<file path="src/rtl/core_pkg.sv">
// Core machine widths
package core_pkg;

    ////////////////////////////////////////////////////////////////////
    // datapath
    ////////////////////////////////////////////////////////////////////

    localparam int XLEN = 32;   // operand and result width.

    ////////////////////////////////////////////////////////////////////
    // tags
    ////////////////////////////////////////////////////////////////////

    localparam int TAG_W = 3;

    // On a destination this means no write, on a source it means the
    // value field already holds the operand.
    localparam logic [TAG_W-1:0] TAG_NONE = '0;

endpackage

</file>
<file path="src/rtl/alu_op_pkg.sv">
// ALU op code encoding
package alu_op_pkg;

    localparam int OP_W = 5;

    ////////////////////////////////////////////////////////////////////
    // arithmetic, logic and shifts
    ////////////////////////////////////////////////////////////////////

    localparam logic [OP_W-1:0] ADD  = 5'b00000;
    localparam logic [OP_W-1:0] AND  = 5'b00001;
    localparam logic [OP_W-1:0] OR   = 5'b00010;
    localparam logic [OP_W-1:0] SLL  = 5'b00011;
    localparam logic [OP_W-1:0] SRL  = 5'b00100;
    localparam logic [OP_W-1:0] SLT  = 5'b00101;   // signed.
    localparam logic [OP_W-1:0] SLTU = 5'b00110;
    localparam logic [OP_W-1:0] SRA  = 5'b00111;
    localparam logic [OP_W-1:0] SUB  = 5'b01000;
    localparam logic [OP_W-1:0] XOR  = 5'b01001;

    ////////////////////////////////////////////////////////////////////
    // branch compares and jump target
    ////////////////////////////////////////////////////////////////////

    // compares give a plain 0/1, nothing is redirected here.
    localparam logic [OP_W-1:0] EQ   = 5'b01010;
    localparam logic [OP_W-1:0] GE   = 5'b01011;   // signed.
    localparam logic [OP_W-1:0] NE   = 5'b01100;
    localparam logic [OP_W-1:0] GEU  = 5'b01101;
    localparam logic [OP_W-1:0] JALR = 5'b10001;   // plain add of both operands.
    localparam logic [OP_W-1:0] LT   = 5'b11010;   // signed.
    localparam logic [OP_W-1:0] LTU  = 5'b11011;

    // Codes not listed above are legal to dispatch and produce zero.

endpackage

</file>
<file path="src/rtl/alu_station.sv">
// ALU reservation station
`timescale 1ns/1ps

module alu_station #(
    parameter int NUM_ENTRIES = 4
) (
    input  logic                        clk,
    input  logic                        rst,
    input  logic                        disp_valid,
    input  logic [alu_op_pkg::OP_W-1:0] disp_op,
    input  logic [core_pkg::TAG_W-1:0]  disp_dest,
    input  logic [core_pkg::TAG_W-1:0]  disp_src1_tag,
    input  logic [core_pkg::XLEN-1:0]   disp_src1_value,
    input  logic [core_pkg::TAG_W-1:0]  disp_src2_tag,
    input  logic [core_pkg::XLEN-1:0]   disp_src2_value,
    input  logic                        cdb_valid,
    input  logic [core_pkg::TAG_W-1:0]  cdb_tag,
    input  logic [core_pkg::XLEN-1:0]   cdb_value,
    input  logic                        ext_valid,
    input  logic [core_pkg::TAG_W-1:0]  ext_tag,
    input  logic [core_pkg::XLEN-1:0]   ext_value,
    output logic                        full,
    output logic                        issue_valid,
    output logic [alu_op_pkg::OP_W-1:0] issue_op,
    output logic [core_pkg::TAG_W-1:0]  issue_dest,
    output logic [core_pkg::XLEN-1:0]   issue_value1,
    output logic [core_pkg::XLEN-1:0]   issue_value2
);

    localparam int IDX_W = (NUM_ENTRIES > 1) ? $clog2(NUM_ENTRIES) : 1;
    localparam int ROWS  = NUM_ENTRIES + 1;   // stored entries plus dispatch row.

    logic [NUM_ENTRIES-1:0]      entry_valid;
    logic [NUM_ENTRIES-1:0]      entry_ready;
    logic [alu_op_pkg::OP_W-1:0] entry_op   [NUM_ENTRIES];
    logic [core_pkg::TAG_W-1:0]  entry_dest [NUM_ENTRIES];
    logic [core_pkg::TAG_W-1:0]  src_tag    [NUM_ENTRIES][2];
    logic [core_pkg::XLEN-1:0]   src_value  [NUM_ENTRIES][2];

    logic [core_pkg::TAG_W-1:0]  cur_tag    [ROWS][2];
    logic [core_pkg::XLEN-1:0]   cur_value  [ROWS][2];
    logic [core_pkg::TAG_W-1:0]  nxt_tag    [ROWS][2];
    logic [core_pkg::XLEN-1:0]   nxt_value  [ROWS][2];

    logic [IDX_W-1:0]            free_idx;
    logic [IDX_W-1:0]            issue_idx;
    logic                        disp_take;

    function automatic logic bus_hit(
        input logic                       bus_valid,
        input logic [core_pkg::TAG_W-1:0] bus_tag,
        input logic [core_pkg::TAG_W-1:0] wait_tag
    );
        return bus_valid && (wait_tag != core_pkg::TAG_NONE) && (wait_tag == bus_tag);
    endfunction

    ////////////////////////////////////////////////////////////////////
    // operand wake-up
    ////////////////////////////////////////////////////////////////////

    // The last row is the operation being dispatched, so a result that
    // shows up in the dispatch cycle is not missed.
    always_comb begin
        for (int i = 0; i < NUM_ENTRIES; i++) begin
            for (int k = 0; k < 2; k++) begin
                cur_tag[i][k]   = src_tag[i][k];
                cur_value[i][k] = src_value[i][k];
            end
        end
        cur_tag[NUM_ENTRIES][0]   = disp_src1_tag;
        cur_value[NUM_ENTRIES][0] = disp_src1_value;
        cur_tag[NUM_ENTRIES][1]   = disp_src2_tag;
        cur_value[NUM_ENTRIES][1] = disp_src2_value;

        for (int r = 0; r < ROWS; r++) begin
            for (int k = 0; k < 2; k++) begin
                nxt_tag[r][k]   = cur_tag[r][k];
                nxt_value[r][k] = cur_value[r][k];
                if (bus_hit(cdb_valid, cdb_tag, cur_tag[r][k])) begin
                    nxt_tag[r][k]   = core_pkg::TAG_NONE;
                    nxt_value[r][k] = cdb_value;
                end else if (bus_hit(ext_valid, ext_tag, cur_tag[r][k])) begin
                    nxt_tag[r][k]   = core_pkg::TAG_NONE;
                    nxt_value[r][k] = ext_value;
                end
            end
        end
    end

    ////////////////////////////////////////////////////////////////////
    // free and issue select
    ////////////////////////////////////////////////////////////////////

    always_comb begin
        for (int i = 0; i < NUM_ENTRIES; i++) begin
            entry_ready[i] = entry_valid[i] &&
                             (src_tag[i][0] == core_pkg::TAG_NONE) &&
                             (src_tag[i][1] == core_pkg::TAG_NONE);
        end
    end

    always_comb begin
        free_idx  = '0;
        issue_idx = '0;
        for (int i = NUM_ENTRIES - 1; i >= 0; i--) begin   // lowest index wins.
            if (!entry_valid[i]) begin
                free_idx = IDX_W'(i);
            end
            if (entry_ready[i]) begin
                issue_idx = IDX_W'(i);
            end
        end
    end

    assign full         = &entry_valid;
    assign disp_take    = disp_valid && !full;   // strobe while full is dropped.
    assign issue_valid  = |entry_ready;
    assign issue_op     = entry_op[issue_idx];
    assign issue_dest   = entry_dest[issue_idx];
    assign issue_value1 = src_value[issue_idx][0];
    assign issue_value2 = src_value[issue_idx][1];

    ////////////////////////////////////////////////////////////////////
    // entry state
    ////////////////////////////////////////////////////////////////////

    always_ff @(posedge clk) begin
        if (!rst) begin
            entry_valid <= '0;
        end else begin
            if (issue_valid) begin
                entry_valid[issue_idx] <= 1'b0;
            end
            if (disp_take) begin
                entry_valid[free_idx] <= 1'b1;   // never the issuing entry.
            end
        end
    end

    always_ff @(posedge clk) begin
        for (int i = 0; i < NUM_ENTRIES; i++) begin
            for (int k = 0; k < 2; k++) begin
                src_tag[i][k]   <= nxt_tag[i][k];
                src_value[i][k] <= nxt_value[i][k];
            end
        end
        if (disp_take) begin
            entry_op[free_idx]   <= disp_op;
            entry_dest[free_idx] <= disp_dest;
            for (int k = 0; k < 2; k++) begin
                src_tag[free_idx][k]   <= nxt_tag[NUM_ENTRIES][k];
                src_value[free_idx][k] <= nxt_value[NUM_ENTRIES][k];
            end
        end
    end

endmodule

</file>
<file path="src/rtl/alu_datapath.sv">
// Registered ALU stage
`timescale 1ns/1ps

module alu_datapath (
    input  logic                        clk,
    input  logic                        rst,
    input  logic                        issue_valid,
    input  logic [alu_op_pkg::OP_W-1:0] issue_op,
    input  logic [core_pkg::TAG_W-1:0]  issue_dest,
    input  logic [core_pkg::XLEN-1:0]   issue_value1,
    input  logic [core_pkg::XLEN-1:0]   issue_value2,
    output logic                        alu_valid,
    output logic [core_pkg::TAG_W-1:0]  alu_dest,
    output logic [core_pkg::XLEN-1:0]   alu_result
);

    localparam int XW = core_pkg::XLEN;

    logic [4:0]    shamt;
    logic          lt_s;
    logic          lt_u;
    logic          eq;
    logic [XW-1:0] result;

    assign shamt = issue_value2[4:0];
    assign lt_s  = $signed(issue_value1) < $signed(issue_value2);
    assign lt_u  = issue_value1 < issue_value2;
    assign eq    = issue_value1 == issue_value2;

    ////////////////////////////////////////////////////////////////////
    // op decode
    ////////////////////////////////////////////////////////////////////

    always_comb begin
        case (issue_op)
            alu_op_pkg::ADD:  result = issue_value1 + issue_value2;
            alu_op_pkg::JALR: result = issue_value1 + issue_value2;
            alu_op_pkg::SUB:  result = issue_value1 - issue_value2;
            alu_op_pkg::AND:  result = issue_value1 & issue_value2;
            alu_op_pkg::OR:   result = issue_value1 | issue_value2;
            alu_op_pkg::XOR:  result = issue_value1 ^ issue_value2;
            alu_op_pkg::SLL:  result = issue_value1 << shamt;
            alu_op_pkg::SRL:  result = issue_value1 >> shamt;
            alu_op_pkg::SRA:  result = $unsigned($signed(issue_value1) >>> shamt);
            alu_op_pkg::SLT:  result = {{(XW-1){1'b0}}, lt_s};
            alu_op_pkg::LT:   result = {{(XW-1){1'b0}}, lt_s};
            alu_op_pkg::SLTU: result = {{(XW-1){1'b0}}, lt_u};
            alu_op_pkg::LTU:  result = {{(XW-1){1'b0}}, lt_u};
            alu_op_pkg::GE:   result = {{(XW-1){1'b0}}, !lt_s};
            alu_op_pkg::GEU:  result = {{(XW-1){1'b0}}, !lt_u};
            alu_op_pkg::EQ:   result = {{(XW-1){1'b0}}, eq};
            alu_op_pkg::NE:   result = {{(XW-1){1'b0}}, !eq};
            default:          result = '0;   // unused codes.
        endcase
    end

    ////////////////////////////////////////////////////////////////////
    // stage register
    ////////////////////////////////////////////////////////////////////

    always_ff @(posedge clk) begin
        if (!rst) begin
            alu_valid <= 1'b0;
        end else begin
            alu_valid <= issue_valid;
        end
    end

    always_ff @(posedge clk) begin
        alu_dest   <= issue_dest;
        alu_result <= result;
    end

endmodule

</file>
<file path="src/rtl/cdb_writer.sv">
// Result bus writer
`timescale 1ns/1ps

module cdb_writer (
    input  logic                       clk,
    input  logic                       rst,
    input  logic                       alu_valid,
    input  logic [core_pkg::TAG_W-1:0] alu_dest,
    input  logic [core_pkg::XLEN-1:0]  alu_result,
    output logic                       cdb_valid,
    output logic [core_pkg::TAG_W-1:0] cdb_tag,
    output logic [core_pkg::XLEN-1:0]  cdb_value
);

    logic broadcast;

    // A do-nothing operation still went through the ALU but is not
    // announced, so no waiting operand can match on tag zero.
    assign broadcast = alu_valid && (alu_dest != core_pkg::TAG_NONE);

    ////////////////////////////////////////////////////////////////////
    // bus register
    ////////////////////////////////////////////////////////////////////

    always_ff @(posedge clk) begin
        if (!rst) begin
            cdb_valid <= 1'b0;
        end else begin
            cdb_valid <= broadcast;   // one cycle pulse per result.
        end
    end

    always_ff @(posedge clk) begin
        cdb_tag   <= alu_dest;
        cdb_value <= alu_result;
    end

endmodule

</file>
<file path="src/rtl/alu_exec_unit.sv">
// Integer execution cluster
`timescale 1ns/1ps

module alu_exec_unit #(
    parameter int NUM_ENTRIES = 4
) (
    input  logic                        clk,
    input  logic                        rst,
    input  logic                        disp_valid,
    input  logic [alu_op_pkg::OP_W-1:0] disp_op,
    input  logic [core_pkg::TAG_W-1:0]  disp_dest,
    input  logic [core_pkg::TAG_W-1:0]  disp_src1_tag,
    input  logic [core_pkg::XLEN-1:0]   disp_src1_value,
    input  logic [core_pkg::TAG_W-1:0]  disp_src2_tag,
    input  logic [core_pkg::XLEN-1:0]   disp_src2_value,
    input  logic                        ext_valid,
    input  logic [core_pkg::TAG_W-1:0]  ext_tag,
    input  logic [core_pkg::XLEN-1:0]   ext_value,
    output logic                        full,
    output logic                        cdb_valid,
    output logic [core_pkg::TAG_W-1:0]  cdb_tag,
    output logic [core_pkg::XLEN-1:0]   cdb_value
);

    logic                        issue_valid;
    logic [alu_op_pkg::OP_W-1:0] issue_op;
    logic [core_pkg::TAG_W-1:0]  issue_dest;
    logic [core_pkg::XLEN-1:0]   issue_value1;
    logic [core_pkg::XLEN-1:0]   issue_value2;

    logic                        alu_valid;
    logic [core_pkg::TAG_W-1:0]  alu_dest;
    logic [core_pkg::XLEN-1:0]   alu_result;

    ////////////////////////////////////////////////////////////////////
    // station, ALU, bus writer
    ////////////////////////////////////////////////////////////////////

    alu_station #(
        .NUM_ENTRIES(NUM_ENTRIES)
    ) i_station (
        .clk            (clk),
        .rst            (rst),
        .disp_valid     (disp_valid),
        .disp_op        (disp_op),
        .disp_dest      (disp_dest),
        .disp_src1_tag  (disp_src1_tag),
        .disp_src1_value(disp_src1_value),
        .disp_src2_tag  (disp_src2_tag),
        .disp_src2_value(disp_src2_value),
        .cdb_valid      (cdb_valid),   // own bus fed back.
        .cdb_tag        (cdb_tag),
        .cdb_value      (cdb_value),
        .ext_valid      (ext_valid),
        .ext_tag        (ext_tag),
        .ext_value      (ext_value),
        .full           (full),
        .issue_valid    (issue_valid),
        .issue_op       (issue_op),
        .issue_dest     (issue_dest),
        .issue_value1   (issue_value1),
        .issue_value2   (issue_value2)
    );

    alu_datapath i_datapath (
        .clk         (clk),
        .rst         (rst),
        .issue_valid (issue_valid),
        .issue_op    (issue_op),
        .issue_dest  (issue_dest),
        .issue_value1(issue_value1),
        .issue_value2(issue_value2),
        .alu_valid   (alu_valid),
        .alu_dest    (alu_dest),
        .alu_result  (alu_result)
    );

    cdb_writer i_writer (
        .clk       (clk),
        .rst       (rst),
        .alu_valid (alu_valid),
        .alu_dest  (alu_dest),
        .alu_result(alu_result),
        .cdb_valid (cdb_valid),
        .cdb_tag   (cdb_tag),
        .cdb_value (cdb_value)
    );

endmodule

</file>
<file path="config.mk">
export PLATFORM = sky130hd
export DESIGN_NAME = alu_exec_unit
export DESIGN_NICKNAME = d
export VERILOG_FILES = /design/src/rtl/core_pkg.sv /design/src/rtl/alu_op_pkg.sv /design/src/rtl/alu_station.sv /design/src/rtl/alu_datapath.sv /design/src/rtl/cdb_writer.sv /design/src/rtl/alu_exec_unit.sv
export SDC_FILE = /design/constraint.sdc
export NUM_CORES = 1
export LEC_CHECK = 0
export BUFFER_PORTS_ARGS = -buffer_cell sky130_fd_sc_hd__buf_2
export CAP_MARGIN = 20
export CELL_PAD_IN_SITES_DETAIL_PLACEMENT = 1
export CELL_PAD_IN_SITES_GLOBAL_PLACEMENT = 2
export CORE_MARGIN = 5
export CORE_UTILIZATION = 39
export DETAILED_ROUTE_END_ITERATION = 8
export GPL_ROUTABILITY_DRIVEN = 0
export GPL_TIMING_DRIVEN = 0
export PLACE_DENSITY = 0.84
export SLEW_MARGIN = 20
export SYNTH_ARGS = -nofsm -noshare
export SYNTH_HDL_FRONTEND = slang
export SYNTH_SLANG_ARGS = --single-unit
</file>
<file path="constraint.sdc">
create_clock -name clk -period 8 [get_ports clk]
set_input_delay 0.4 -clock clk [delete_from_list [all_inputs] [get_ports clk]]
set_output_delay 0.4 -clock clk [all_outputs]
set_load 0.03 [all_outputs]
</file>
Yosys cells after proc, flatten, opt, wreduce, memory -nomap -nowiden
Memories as Yosys holds them, arrays and structs flattened. A register that Yosys moved wholly into a read port is not among the register bits.
Cells that the tools add are included.
Operators by class
  magnitude comparators: 6
  shifts and indexed selects: 3
  eq/ne operators: 45
  div/mod/pow operators: 0
  reductions and logical operators: 81
  add/sub/neg operators: 2
  mux-type cells: 58
  bitwise logic cells: 6
  $mul: 0
Operator list (number)
  $mux W32: 20
  $pmux W32 S14: 1
  $lt A32 B32 Y1: 2
  $eq A3 B3 Y1: 20
  $mux W3: 20
  $logic_and A1 B1 Y1: 52
  $reduce_bool A3 Y1: 11
  $add A32 B32 Y32: 1
  $and A32 B32 Y32: 1
  $eq A32 B32 Y1: 1
  $or A32 B32 Y32: 1
  $shl A32 B5 Y32: 1
  $shr A32 B5 Y32: 1
  $sshr A32 B5 Y32: 1
  $sub A32 B32 Y32: 1
  $xor A32 B32 Y32: 1
  $eq A5 B4 Y1 const B: 6
  $logic_not A3 Y1: 8
  $eq A5 B3 Y1 const B: 4
  $mux W2: 8
  $ne A2 B2 Y1 const B: 8
  $eq A5 B5 Y1 const B: 3
  $mux W4: 3
  $eq A5 B2 Y1 const B: 2
  other kinds (13): 24
Word-level totals
  bits in read-only memories: 0
  memories kept: 4
  output and inout bits: 37
  bits in registers: 73
  bits of input ports: 117
  bits in writable memories: 312
  bits in latches: 0
Memories
  i_station.src_value: words 4, bits a word 64, read ports 1, clocked after memory_dff 0, wr ports 5, line alu_station.sv:38  | logic [core_pkg::XLEN-1:0] src_value [NUM_ENTRIES][2];
  i_station.src_tag: words 4, bits a word 6, read ports 4, clocked after memory_dff 0, wr ports 5, line alu_station.sv:37  | logic [core_pkg::TAG_W-1:0] src_tag [NUM_ENTRIES][2];
  i_station.entry_op: words 4, bits a word 5, read ports 1, clocked after memory_dff 0, wr ports 1, line alu_station.sv:35  | logic [alu_op_pkg::OP_W-1:0] entry_op [NUM_ENTRIES];
  i_station.entry_dest: words 4, bits a word 3, read ports 1, clocked after memory_dff 1, wr ports 1, line alu_station.sv:36  | logic [core_pkg::TAG_W-1:0] entry_dest [NUM_ENTRIES];

Depth between registers and ports, before layout
An unclocked memory read counts as a cell.
  depth in word-level cells: 18
  gate-level depth with buffers: 25

Modules after synthesis
Synthesis repeated with hierarchy kept, for this count alone.
Second synthesis, totals
  cells, all modules: 3060
  area, all modules: 28303.4 um^2
By module, submodules not included
  alu_station: cells an instance 1665, instances 1, area an instance 18066.1 um^2
  alu_datapath: cells an instance 1358, instances 1, area an instance 9506.6 um^2
  cdb_writer: cells an instance 37, instances 1, area an instance 730.7 um^2

Least setup slack after synthesis
Ideal clock, no wire load.
  path type: reg2reg
  start: memory i_station.src_tag[1][5] in the netlist's numbering
  end: register i_datapath.alu_result[28] in the netlist's numbering
  period minus slack after synthesis: 6.028 ns
  required time: 7.866 ns
  arrival: 5.894 ns
  setup time: 0.134 ns
  setup slack: 1.972 ns
  stages on the path, launching flop included: 25
  path through: edfxtp_1 > or4_4 > or2_1 > buf_2 > nand4_2 > buf_2 > buf_4 > clkbuf_1 > clkbuf_1 > o22ai_1 > nor2_1 > o21a_1 > ha_1 > clkbuf_1 > or4b_1 > a21oi_1 > o41ai_1 > a221o_1 > o41a_1 > o21ai_1 > a211oi_1 > o21ai_0 > xor2_1 > o22ai_1 > or4_1
RTL lines
  start, declared: line alu_station.sv:37
  end signal, assigned: line alu_datapath.sv:71  | alu_result <= result;
  end, declared: line alu_datapath.sv:14  | output logic [core_pkg::XLEN-1:0] alu_result

==> reports/results.ini <==
[clock_tree]
numCtsBuffers = 47
cts.sink_count = 388
path_clk_slew_ps = 60
clk_latency_ps = 630
cts_tree = done
post_cts_buffers = 0
clockBufferDepth = 3
cts_root_buf = clkbuf_16
htree_levels = 2

[timing]
final.min_clock_period_ps = 7890
slew_headroom_pct = 15.0
max_clock_freq_ghz = 0.127
fin_tns_setup_ps = 0
tightest_slew_ps = 1270
period_share_pct = 98.6
slew_violations = 0
rsz0062_at_grt = no
setup_ws_ps = 111
finalHoldViolations = 0
finalClockSkew_ps = 41.5
setup-violations-final = 0

[critical_path]
crit_required_ps = 8460
crit_path_cell_trace = or4_4, or2_1, buf_2, nand3_1, buf_4, buf_6, o221ai_1, nor2_2, clkbuf_2, buf_2, buf_2, ha_1, nor2_1, o311ai_1, a211oi_1, o311ai_0, a21oi_1, o21ai_1, o31a_1, o31ai_1, xnor2_1, a221oi_1, nand3_1
ff2ff_setup_slack_ps = 110
critPathMostFrequentCell = buf_2
cp-end-kind = flip-flop
crit_path_top_delay_cell = or4_4
rr_worst_depth = 23
worst_r2r_endpoint = i_datapath.alu_result[25]
crit_arrival_ps = 8350
crit_type = reg2reg
rr_startpoint = i_station.src_tag[1][5]
crit_path_max_fanout = 11
critPathLaunchType = flip-flop
max_stage_delay_ps = 610

[global_route]
gr-usage-met3_pct = 7.87
overflow = 0
antenna_found_initial = 1
grt_util_met2_pct = 54.6
grt_use_total_pct = 34.4
grt_use_met1_pct = 43.7
grt_pass1_vias = 30016
grt_max_degree = 27
grt-busiest-layer = met2
grt_pass1_wl_um = 210000

[final_layout]
area_growth_pct = 12.8
fillers = 9093
nNetsFinal = 3853
layout-drive-gt1-share_pct = 14.6
final_cell_mix = nand2_1 (452), o21ai_0 (404), nor2_1 (355)
layout_commonest_cell = nand2_1
final_cells = 4701

[synthesis]
ys_top_cells_by_area = edfxtp_1 (31%), mux2i_1 (9.4%), o21ai_0 (6.8%)
ys_ff_latch = 388
yosysTopAreaCell = edfxtp_1
ys_warn_count = 0
synth_top_area_share_pct = 31.2
syn_inst = 3446
netlist_area_sq_mm = 0.0300
seq_area_frac_synth_pct = 36.3
synth_flop_cell = edfxtp_1
avgSynthCellArea_sq_um = 8.71
synth-async-reset-ratio_pct = 0
ys_types = 103
synth_nets = 3670
synth_edf_count = 312

[floorplan]
initial_core_util_pct = 39.4
die_y_um = 287
dieArea_sq_mm = 0.0826
core_sq_mm = 0.0761
rows = 101
ios = 154
die-width_um = 287

[drt]
drc = 0
vias = 30503
wl_um = 148000
first_pass_iters = 8
drt-wirelength-per-cell_um = 31.6
ant_nets = 0
dr.first_iter.drc_count = 3734
via_per_inst = 6.49

[worst_hold_path]
hold_depth = 1
hold_path.class = in2reg
min_from = disp_dest[1]
whs_endpoint = i_station.entry_dest[2][1]

[pwr]
p_leak_nw = 12.3
powerDensity_mw_per_mm2 = 193
vdd_drop_max_uv = 156
power_w = 0.00655

[flow_run]
cap_viol_max_count = 0

[placed_design]
pre_cts_slack_ps = -886
dp_hpwl_um = 114000
dp.cells = 4617
io_buffers = 117

[run_status]
status = complete, no violations

[worst max path at each step]
stage | from | endpoint | slack, ps | depth (start not counted)
3_5_place_dp | i_station.src_tag[1][5] | i_datapath.alu_result[24] | -890 | 23
2_1_floorplan | i_station.src_tag[1][5] | i_datapath.alu_result[28] | 1970 | 24
3_3_place_gp | i_station.src_tag[1][5] | i_datapath.alu_result[0] | -1190 | 21
5_1_grt | i_station.src_tag[1][5] | i_datapath.alu_result[0] | 40 | 24
4_1_cts | i_station.src_tag[1][5] | i_datapath.alu_result[25] | 20 | 23
6_report | i_station.src_tag[1][5] | i_datapath.alu_result[25] | 110 | 23
[metal layers]
metal | wire [um] | vias to the layer above
li1 | - | 12962
met1 | 58200 | 15070
met2 | 65500 | 1943
met3 | 14400 | 528
met4 | 10200 | 0
met5 | 0 | -
[sequential cells by signal, indices dropped and copies added, names as in the netlist]
register,count
i_station.src_value,256
i_datapath.alu_result,32
i_writer.cdb_value,32
i_station.src_tag,24
i_station.entry_op,20
i_station.entry_dest,12
i_station.entry_valid,4
i_datapath.alu_dest,3
i_writer.cdb_tag,3
i_datapath.alu_valid,1
i_writer.cdb_valid,1
[stage by stage]
step | utilization [%] | hold WS, ps | instance area, sq um
after floorplan | - | 310 | 30000
after global placement | 41.9 | 310 | 31900
after detailed placement | 42.5 | 313 | 32300
after CTS | 44.5 | 4.00 | 33800
after global routing | 44.5 | 7.15 | 33800
final | 44.5 | 13.4 | 33800
[power breakdown]
group / switching [W] / internal (W) / total, W / leakage (nW)
Combinational: 0.00142 / 0.000568 / 0.00198 / 8.03
Clock: 0.000934 / 0.00117 / 0.00210 / 0.724
Sequential: 0.000100 / 0.00236 / 0.00246 / 3.54
Total: 0.00245 / 0.00410 / 0.00655 / 12.3
[cells by family (layout without fill, tap and decap cells)]
kind of cell / count (synthesis) / count (layout) / synth area share, %
multiplexers: 448 / 448 / 16.1
buffers and inverters: 419 / 641 / 5.70
adder cells (fa/ha/maj): 107 / 107 / 4.51
other: 0 / 3 / 0
AND/OR/NAND/NOR: 1062 / 1062 / 15.7
AO/OA/AOI/OAI: 970 / 970 / 20.2
XOR/XNOR: 52 / 52 / 1.52
flip-flops: 388 / 388 / 36.3
[cells in the mapped netlist, types with 28 or more instances]
| cell type | instances |
|---|---|
| o21a_1 | 28 |
| inv_1 | 101 |
| mux2i_1 | 283 |
| nand3_1 | 38 |
| edfxtp_1 | 312 |
| buf_1 | 29 |
| buf_2 | 46 |
| mux2_2 | 151 |
| nor3_1 | 53 |
| o21ai_0 | 406 |
| o22ai_1 | 87 |
| dfxtp_1 | 76 |
| nand2_1 | 456 |
| xor2_1 | 31 |
| o211ai_1 | 33 |
| a21oi_1 | 154 |
| nor2_1 | 355 |
| clkbuf_1 | 223 |
| ha_1 | 105 |
| a211oi_1 | 32 |
[timing repair]
action	in CTS	in global routing
hold endpoints to repair	8	0
pin swaps	0	0
resized for setup	9	13
setup endpoints to repair	11	8
hold buffers	2	0
[critical path, delay by kind of cell, from the launching register on]
family | cells | cell delay [ps]
AO/OA/AOI/OAI | 9 | 3050
XOR/XNOR | 1 | 160
adder cells (fa/ha/maj) | 1 | 290
buffers and inverters | 6 | 1890
flip-flops | 1 | 440
AND/OR/NAND/NOR | 6 | 1880
[area by class of cell]
class | count | area (sq um) | share of cell area [%]
tap | 1030 | 1290 | 3.81
multi-input combinational | 2639 | 17600 | 52.0
antenna | 3 | 7.51 | 0.0222
clock inverter | 24 | 175 | 0.518
inverter | 105 | 397 | 1.17
timing repair buffer | 143 | 901 | 2.66
sequential | 388 | 10900 | 32.2
buffer | 305 | 1300 | 3.84
clock buffer | 64 | 1290 | 3.81
Note: power is estimated with default switching activity, not from simulation.
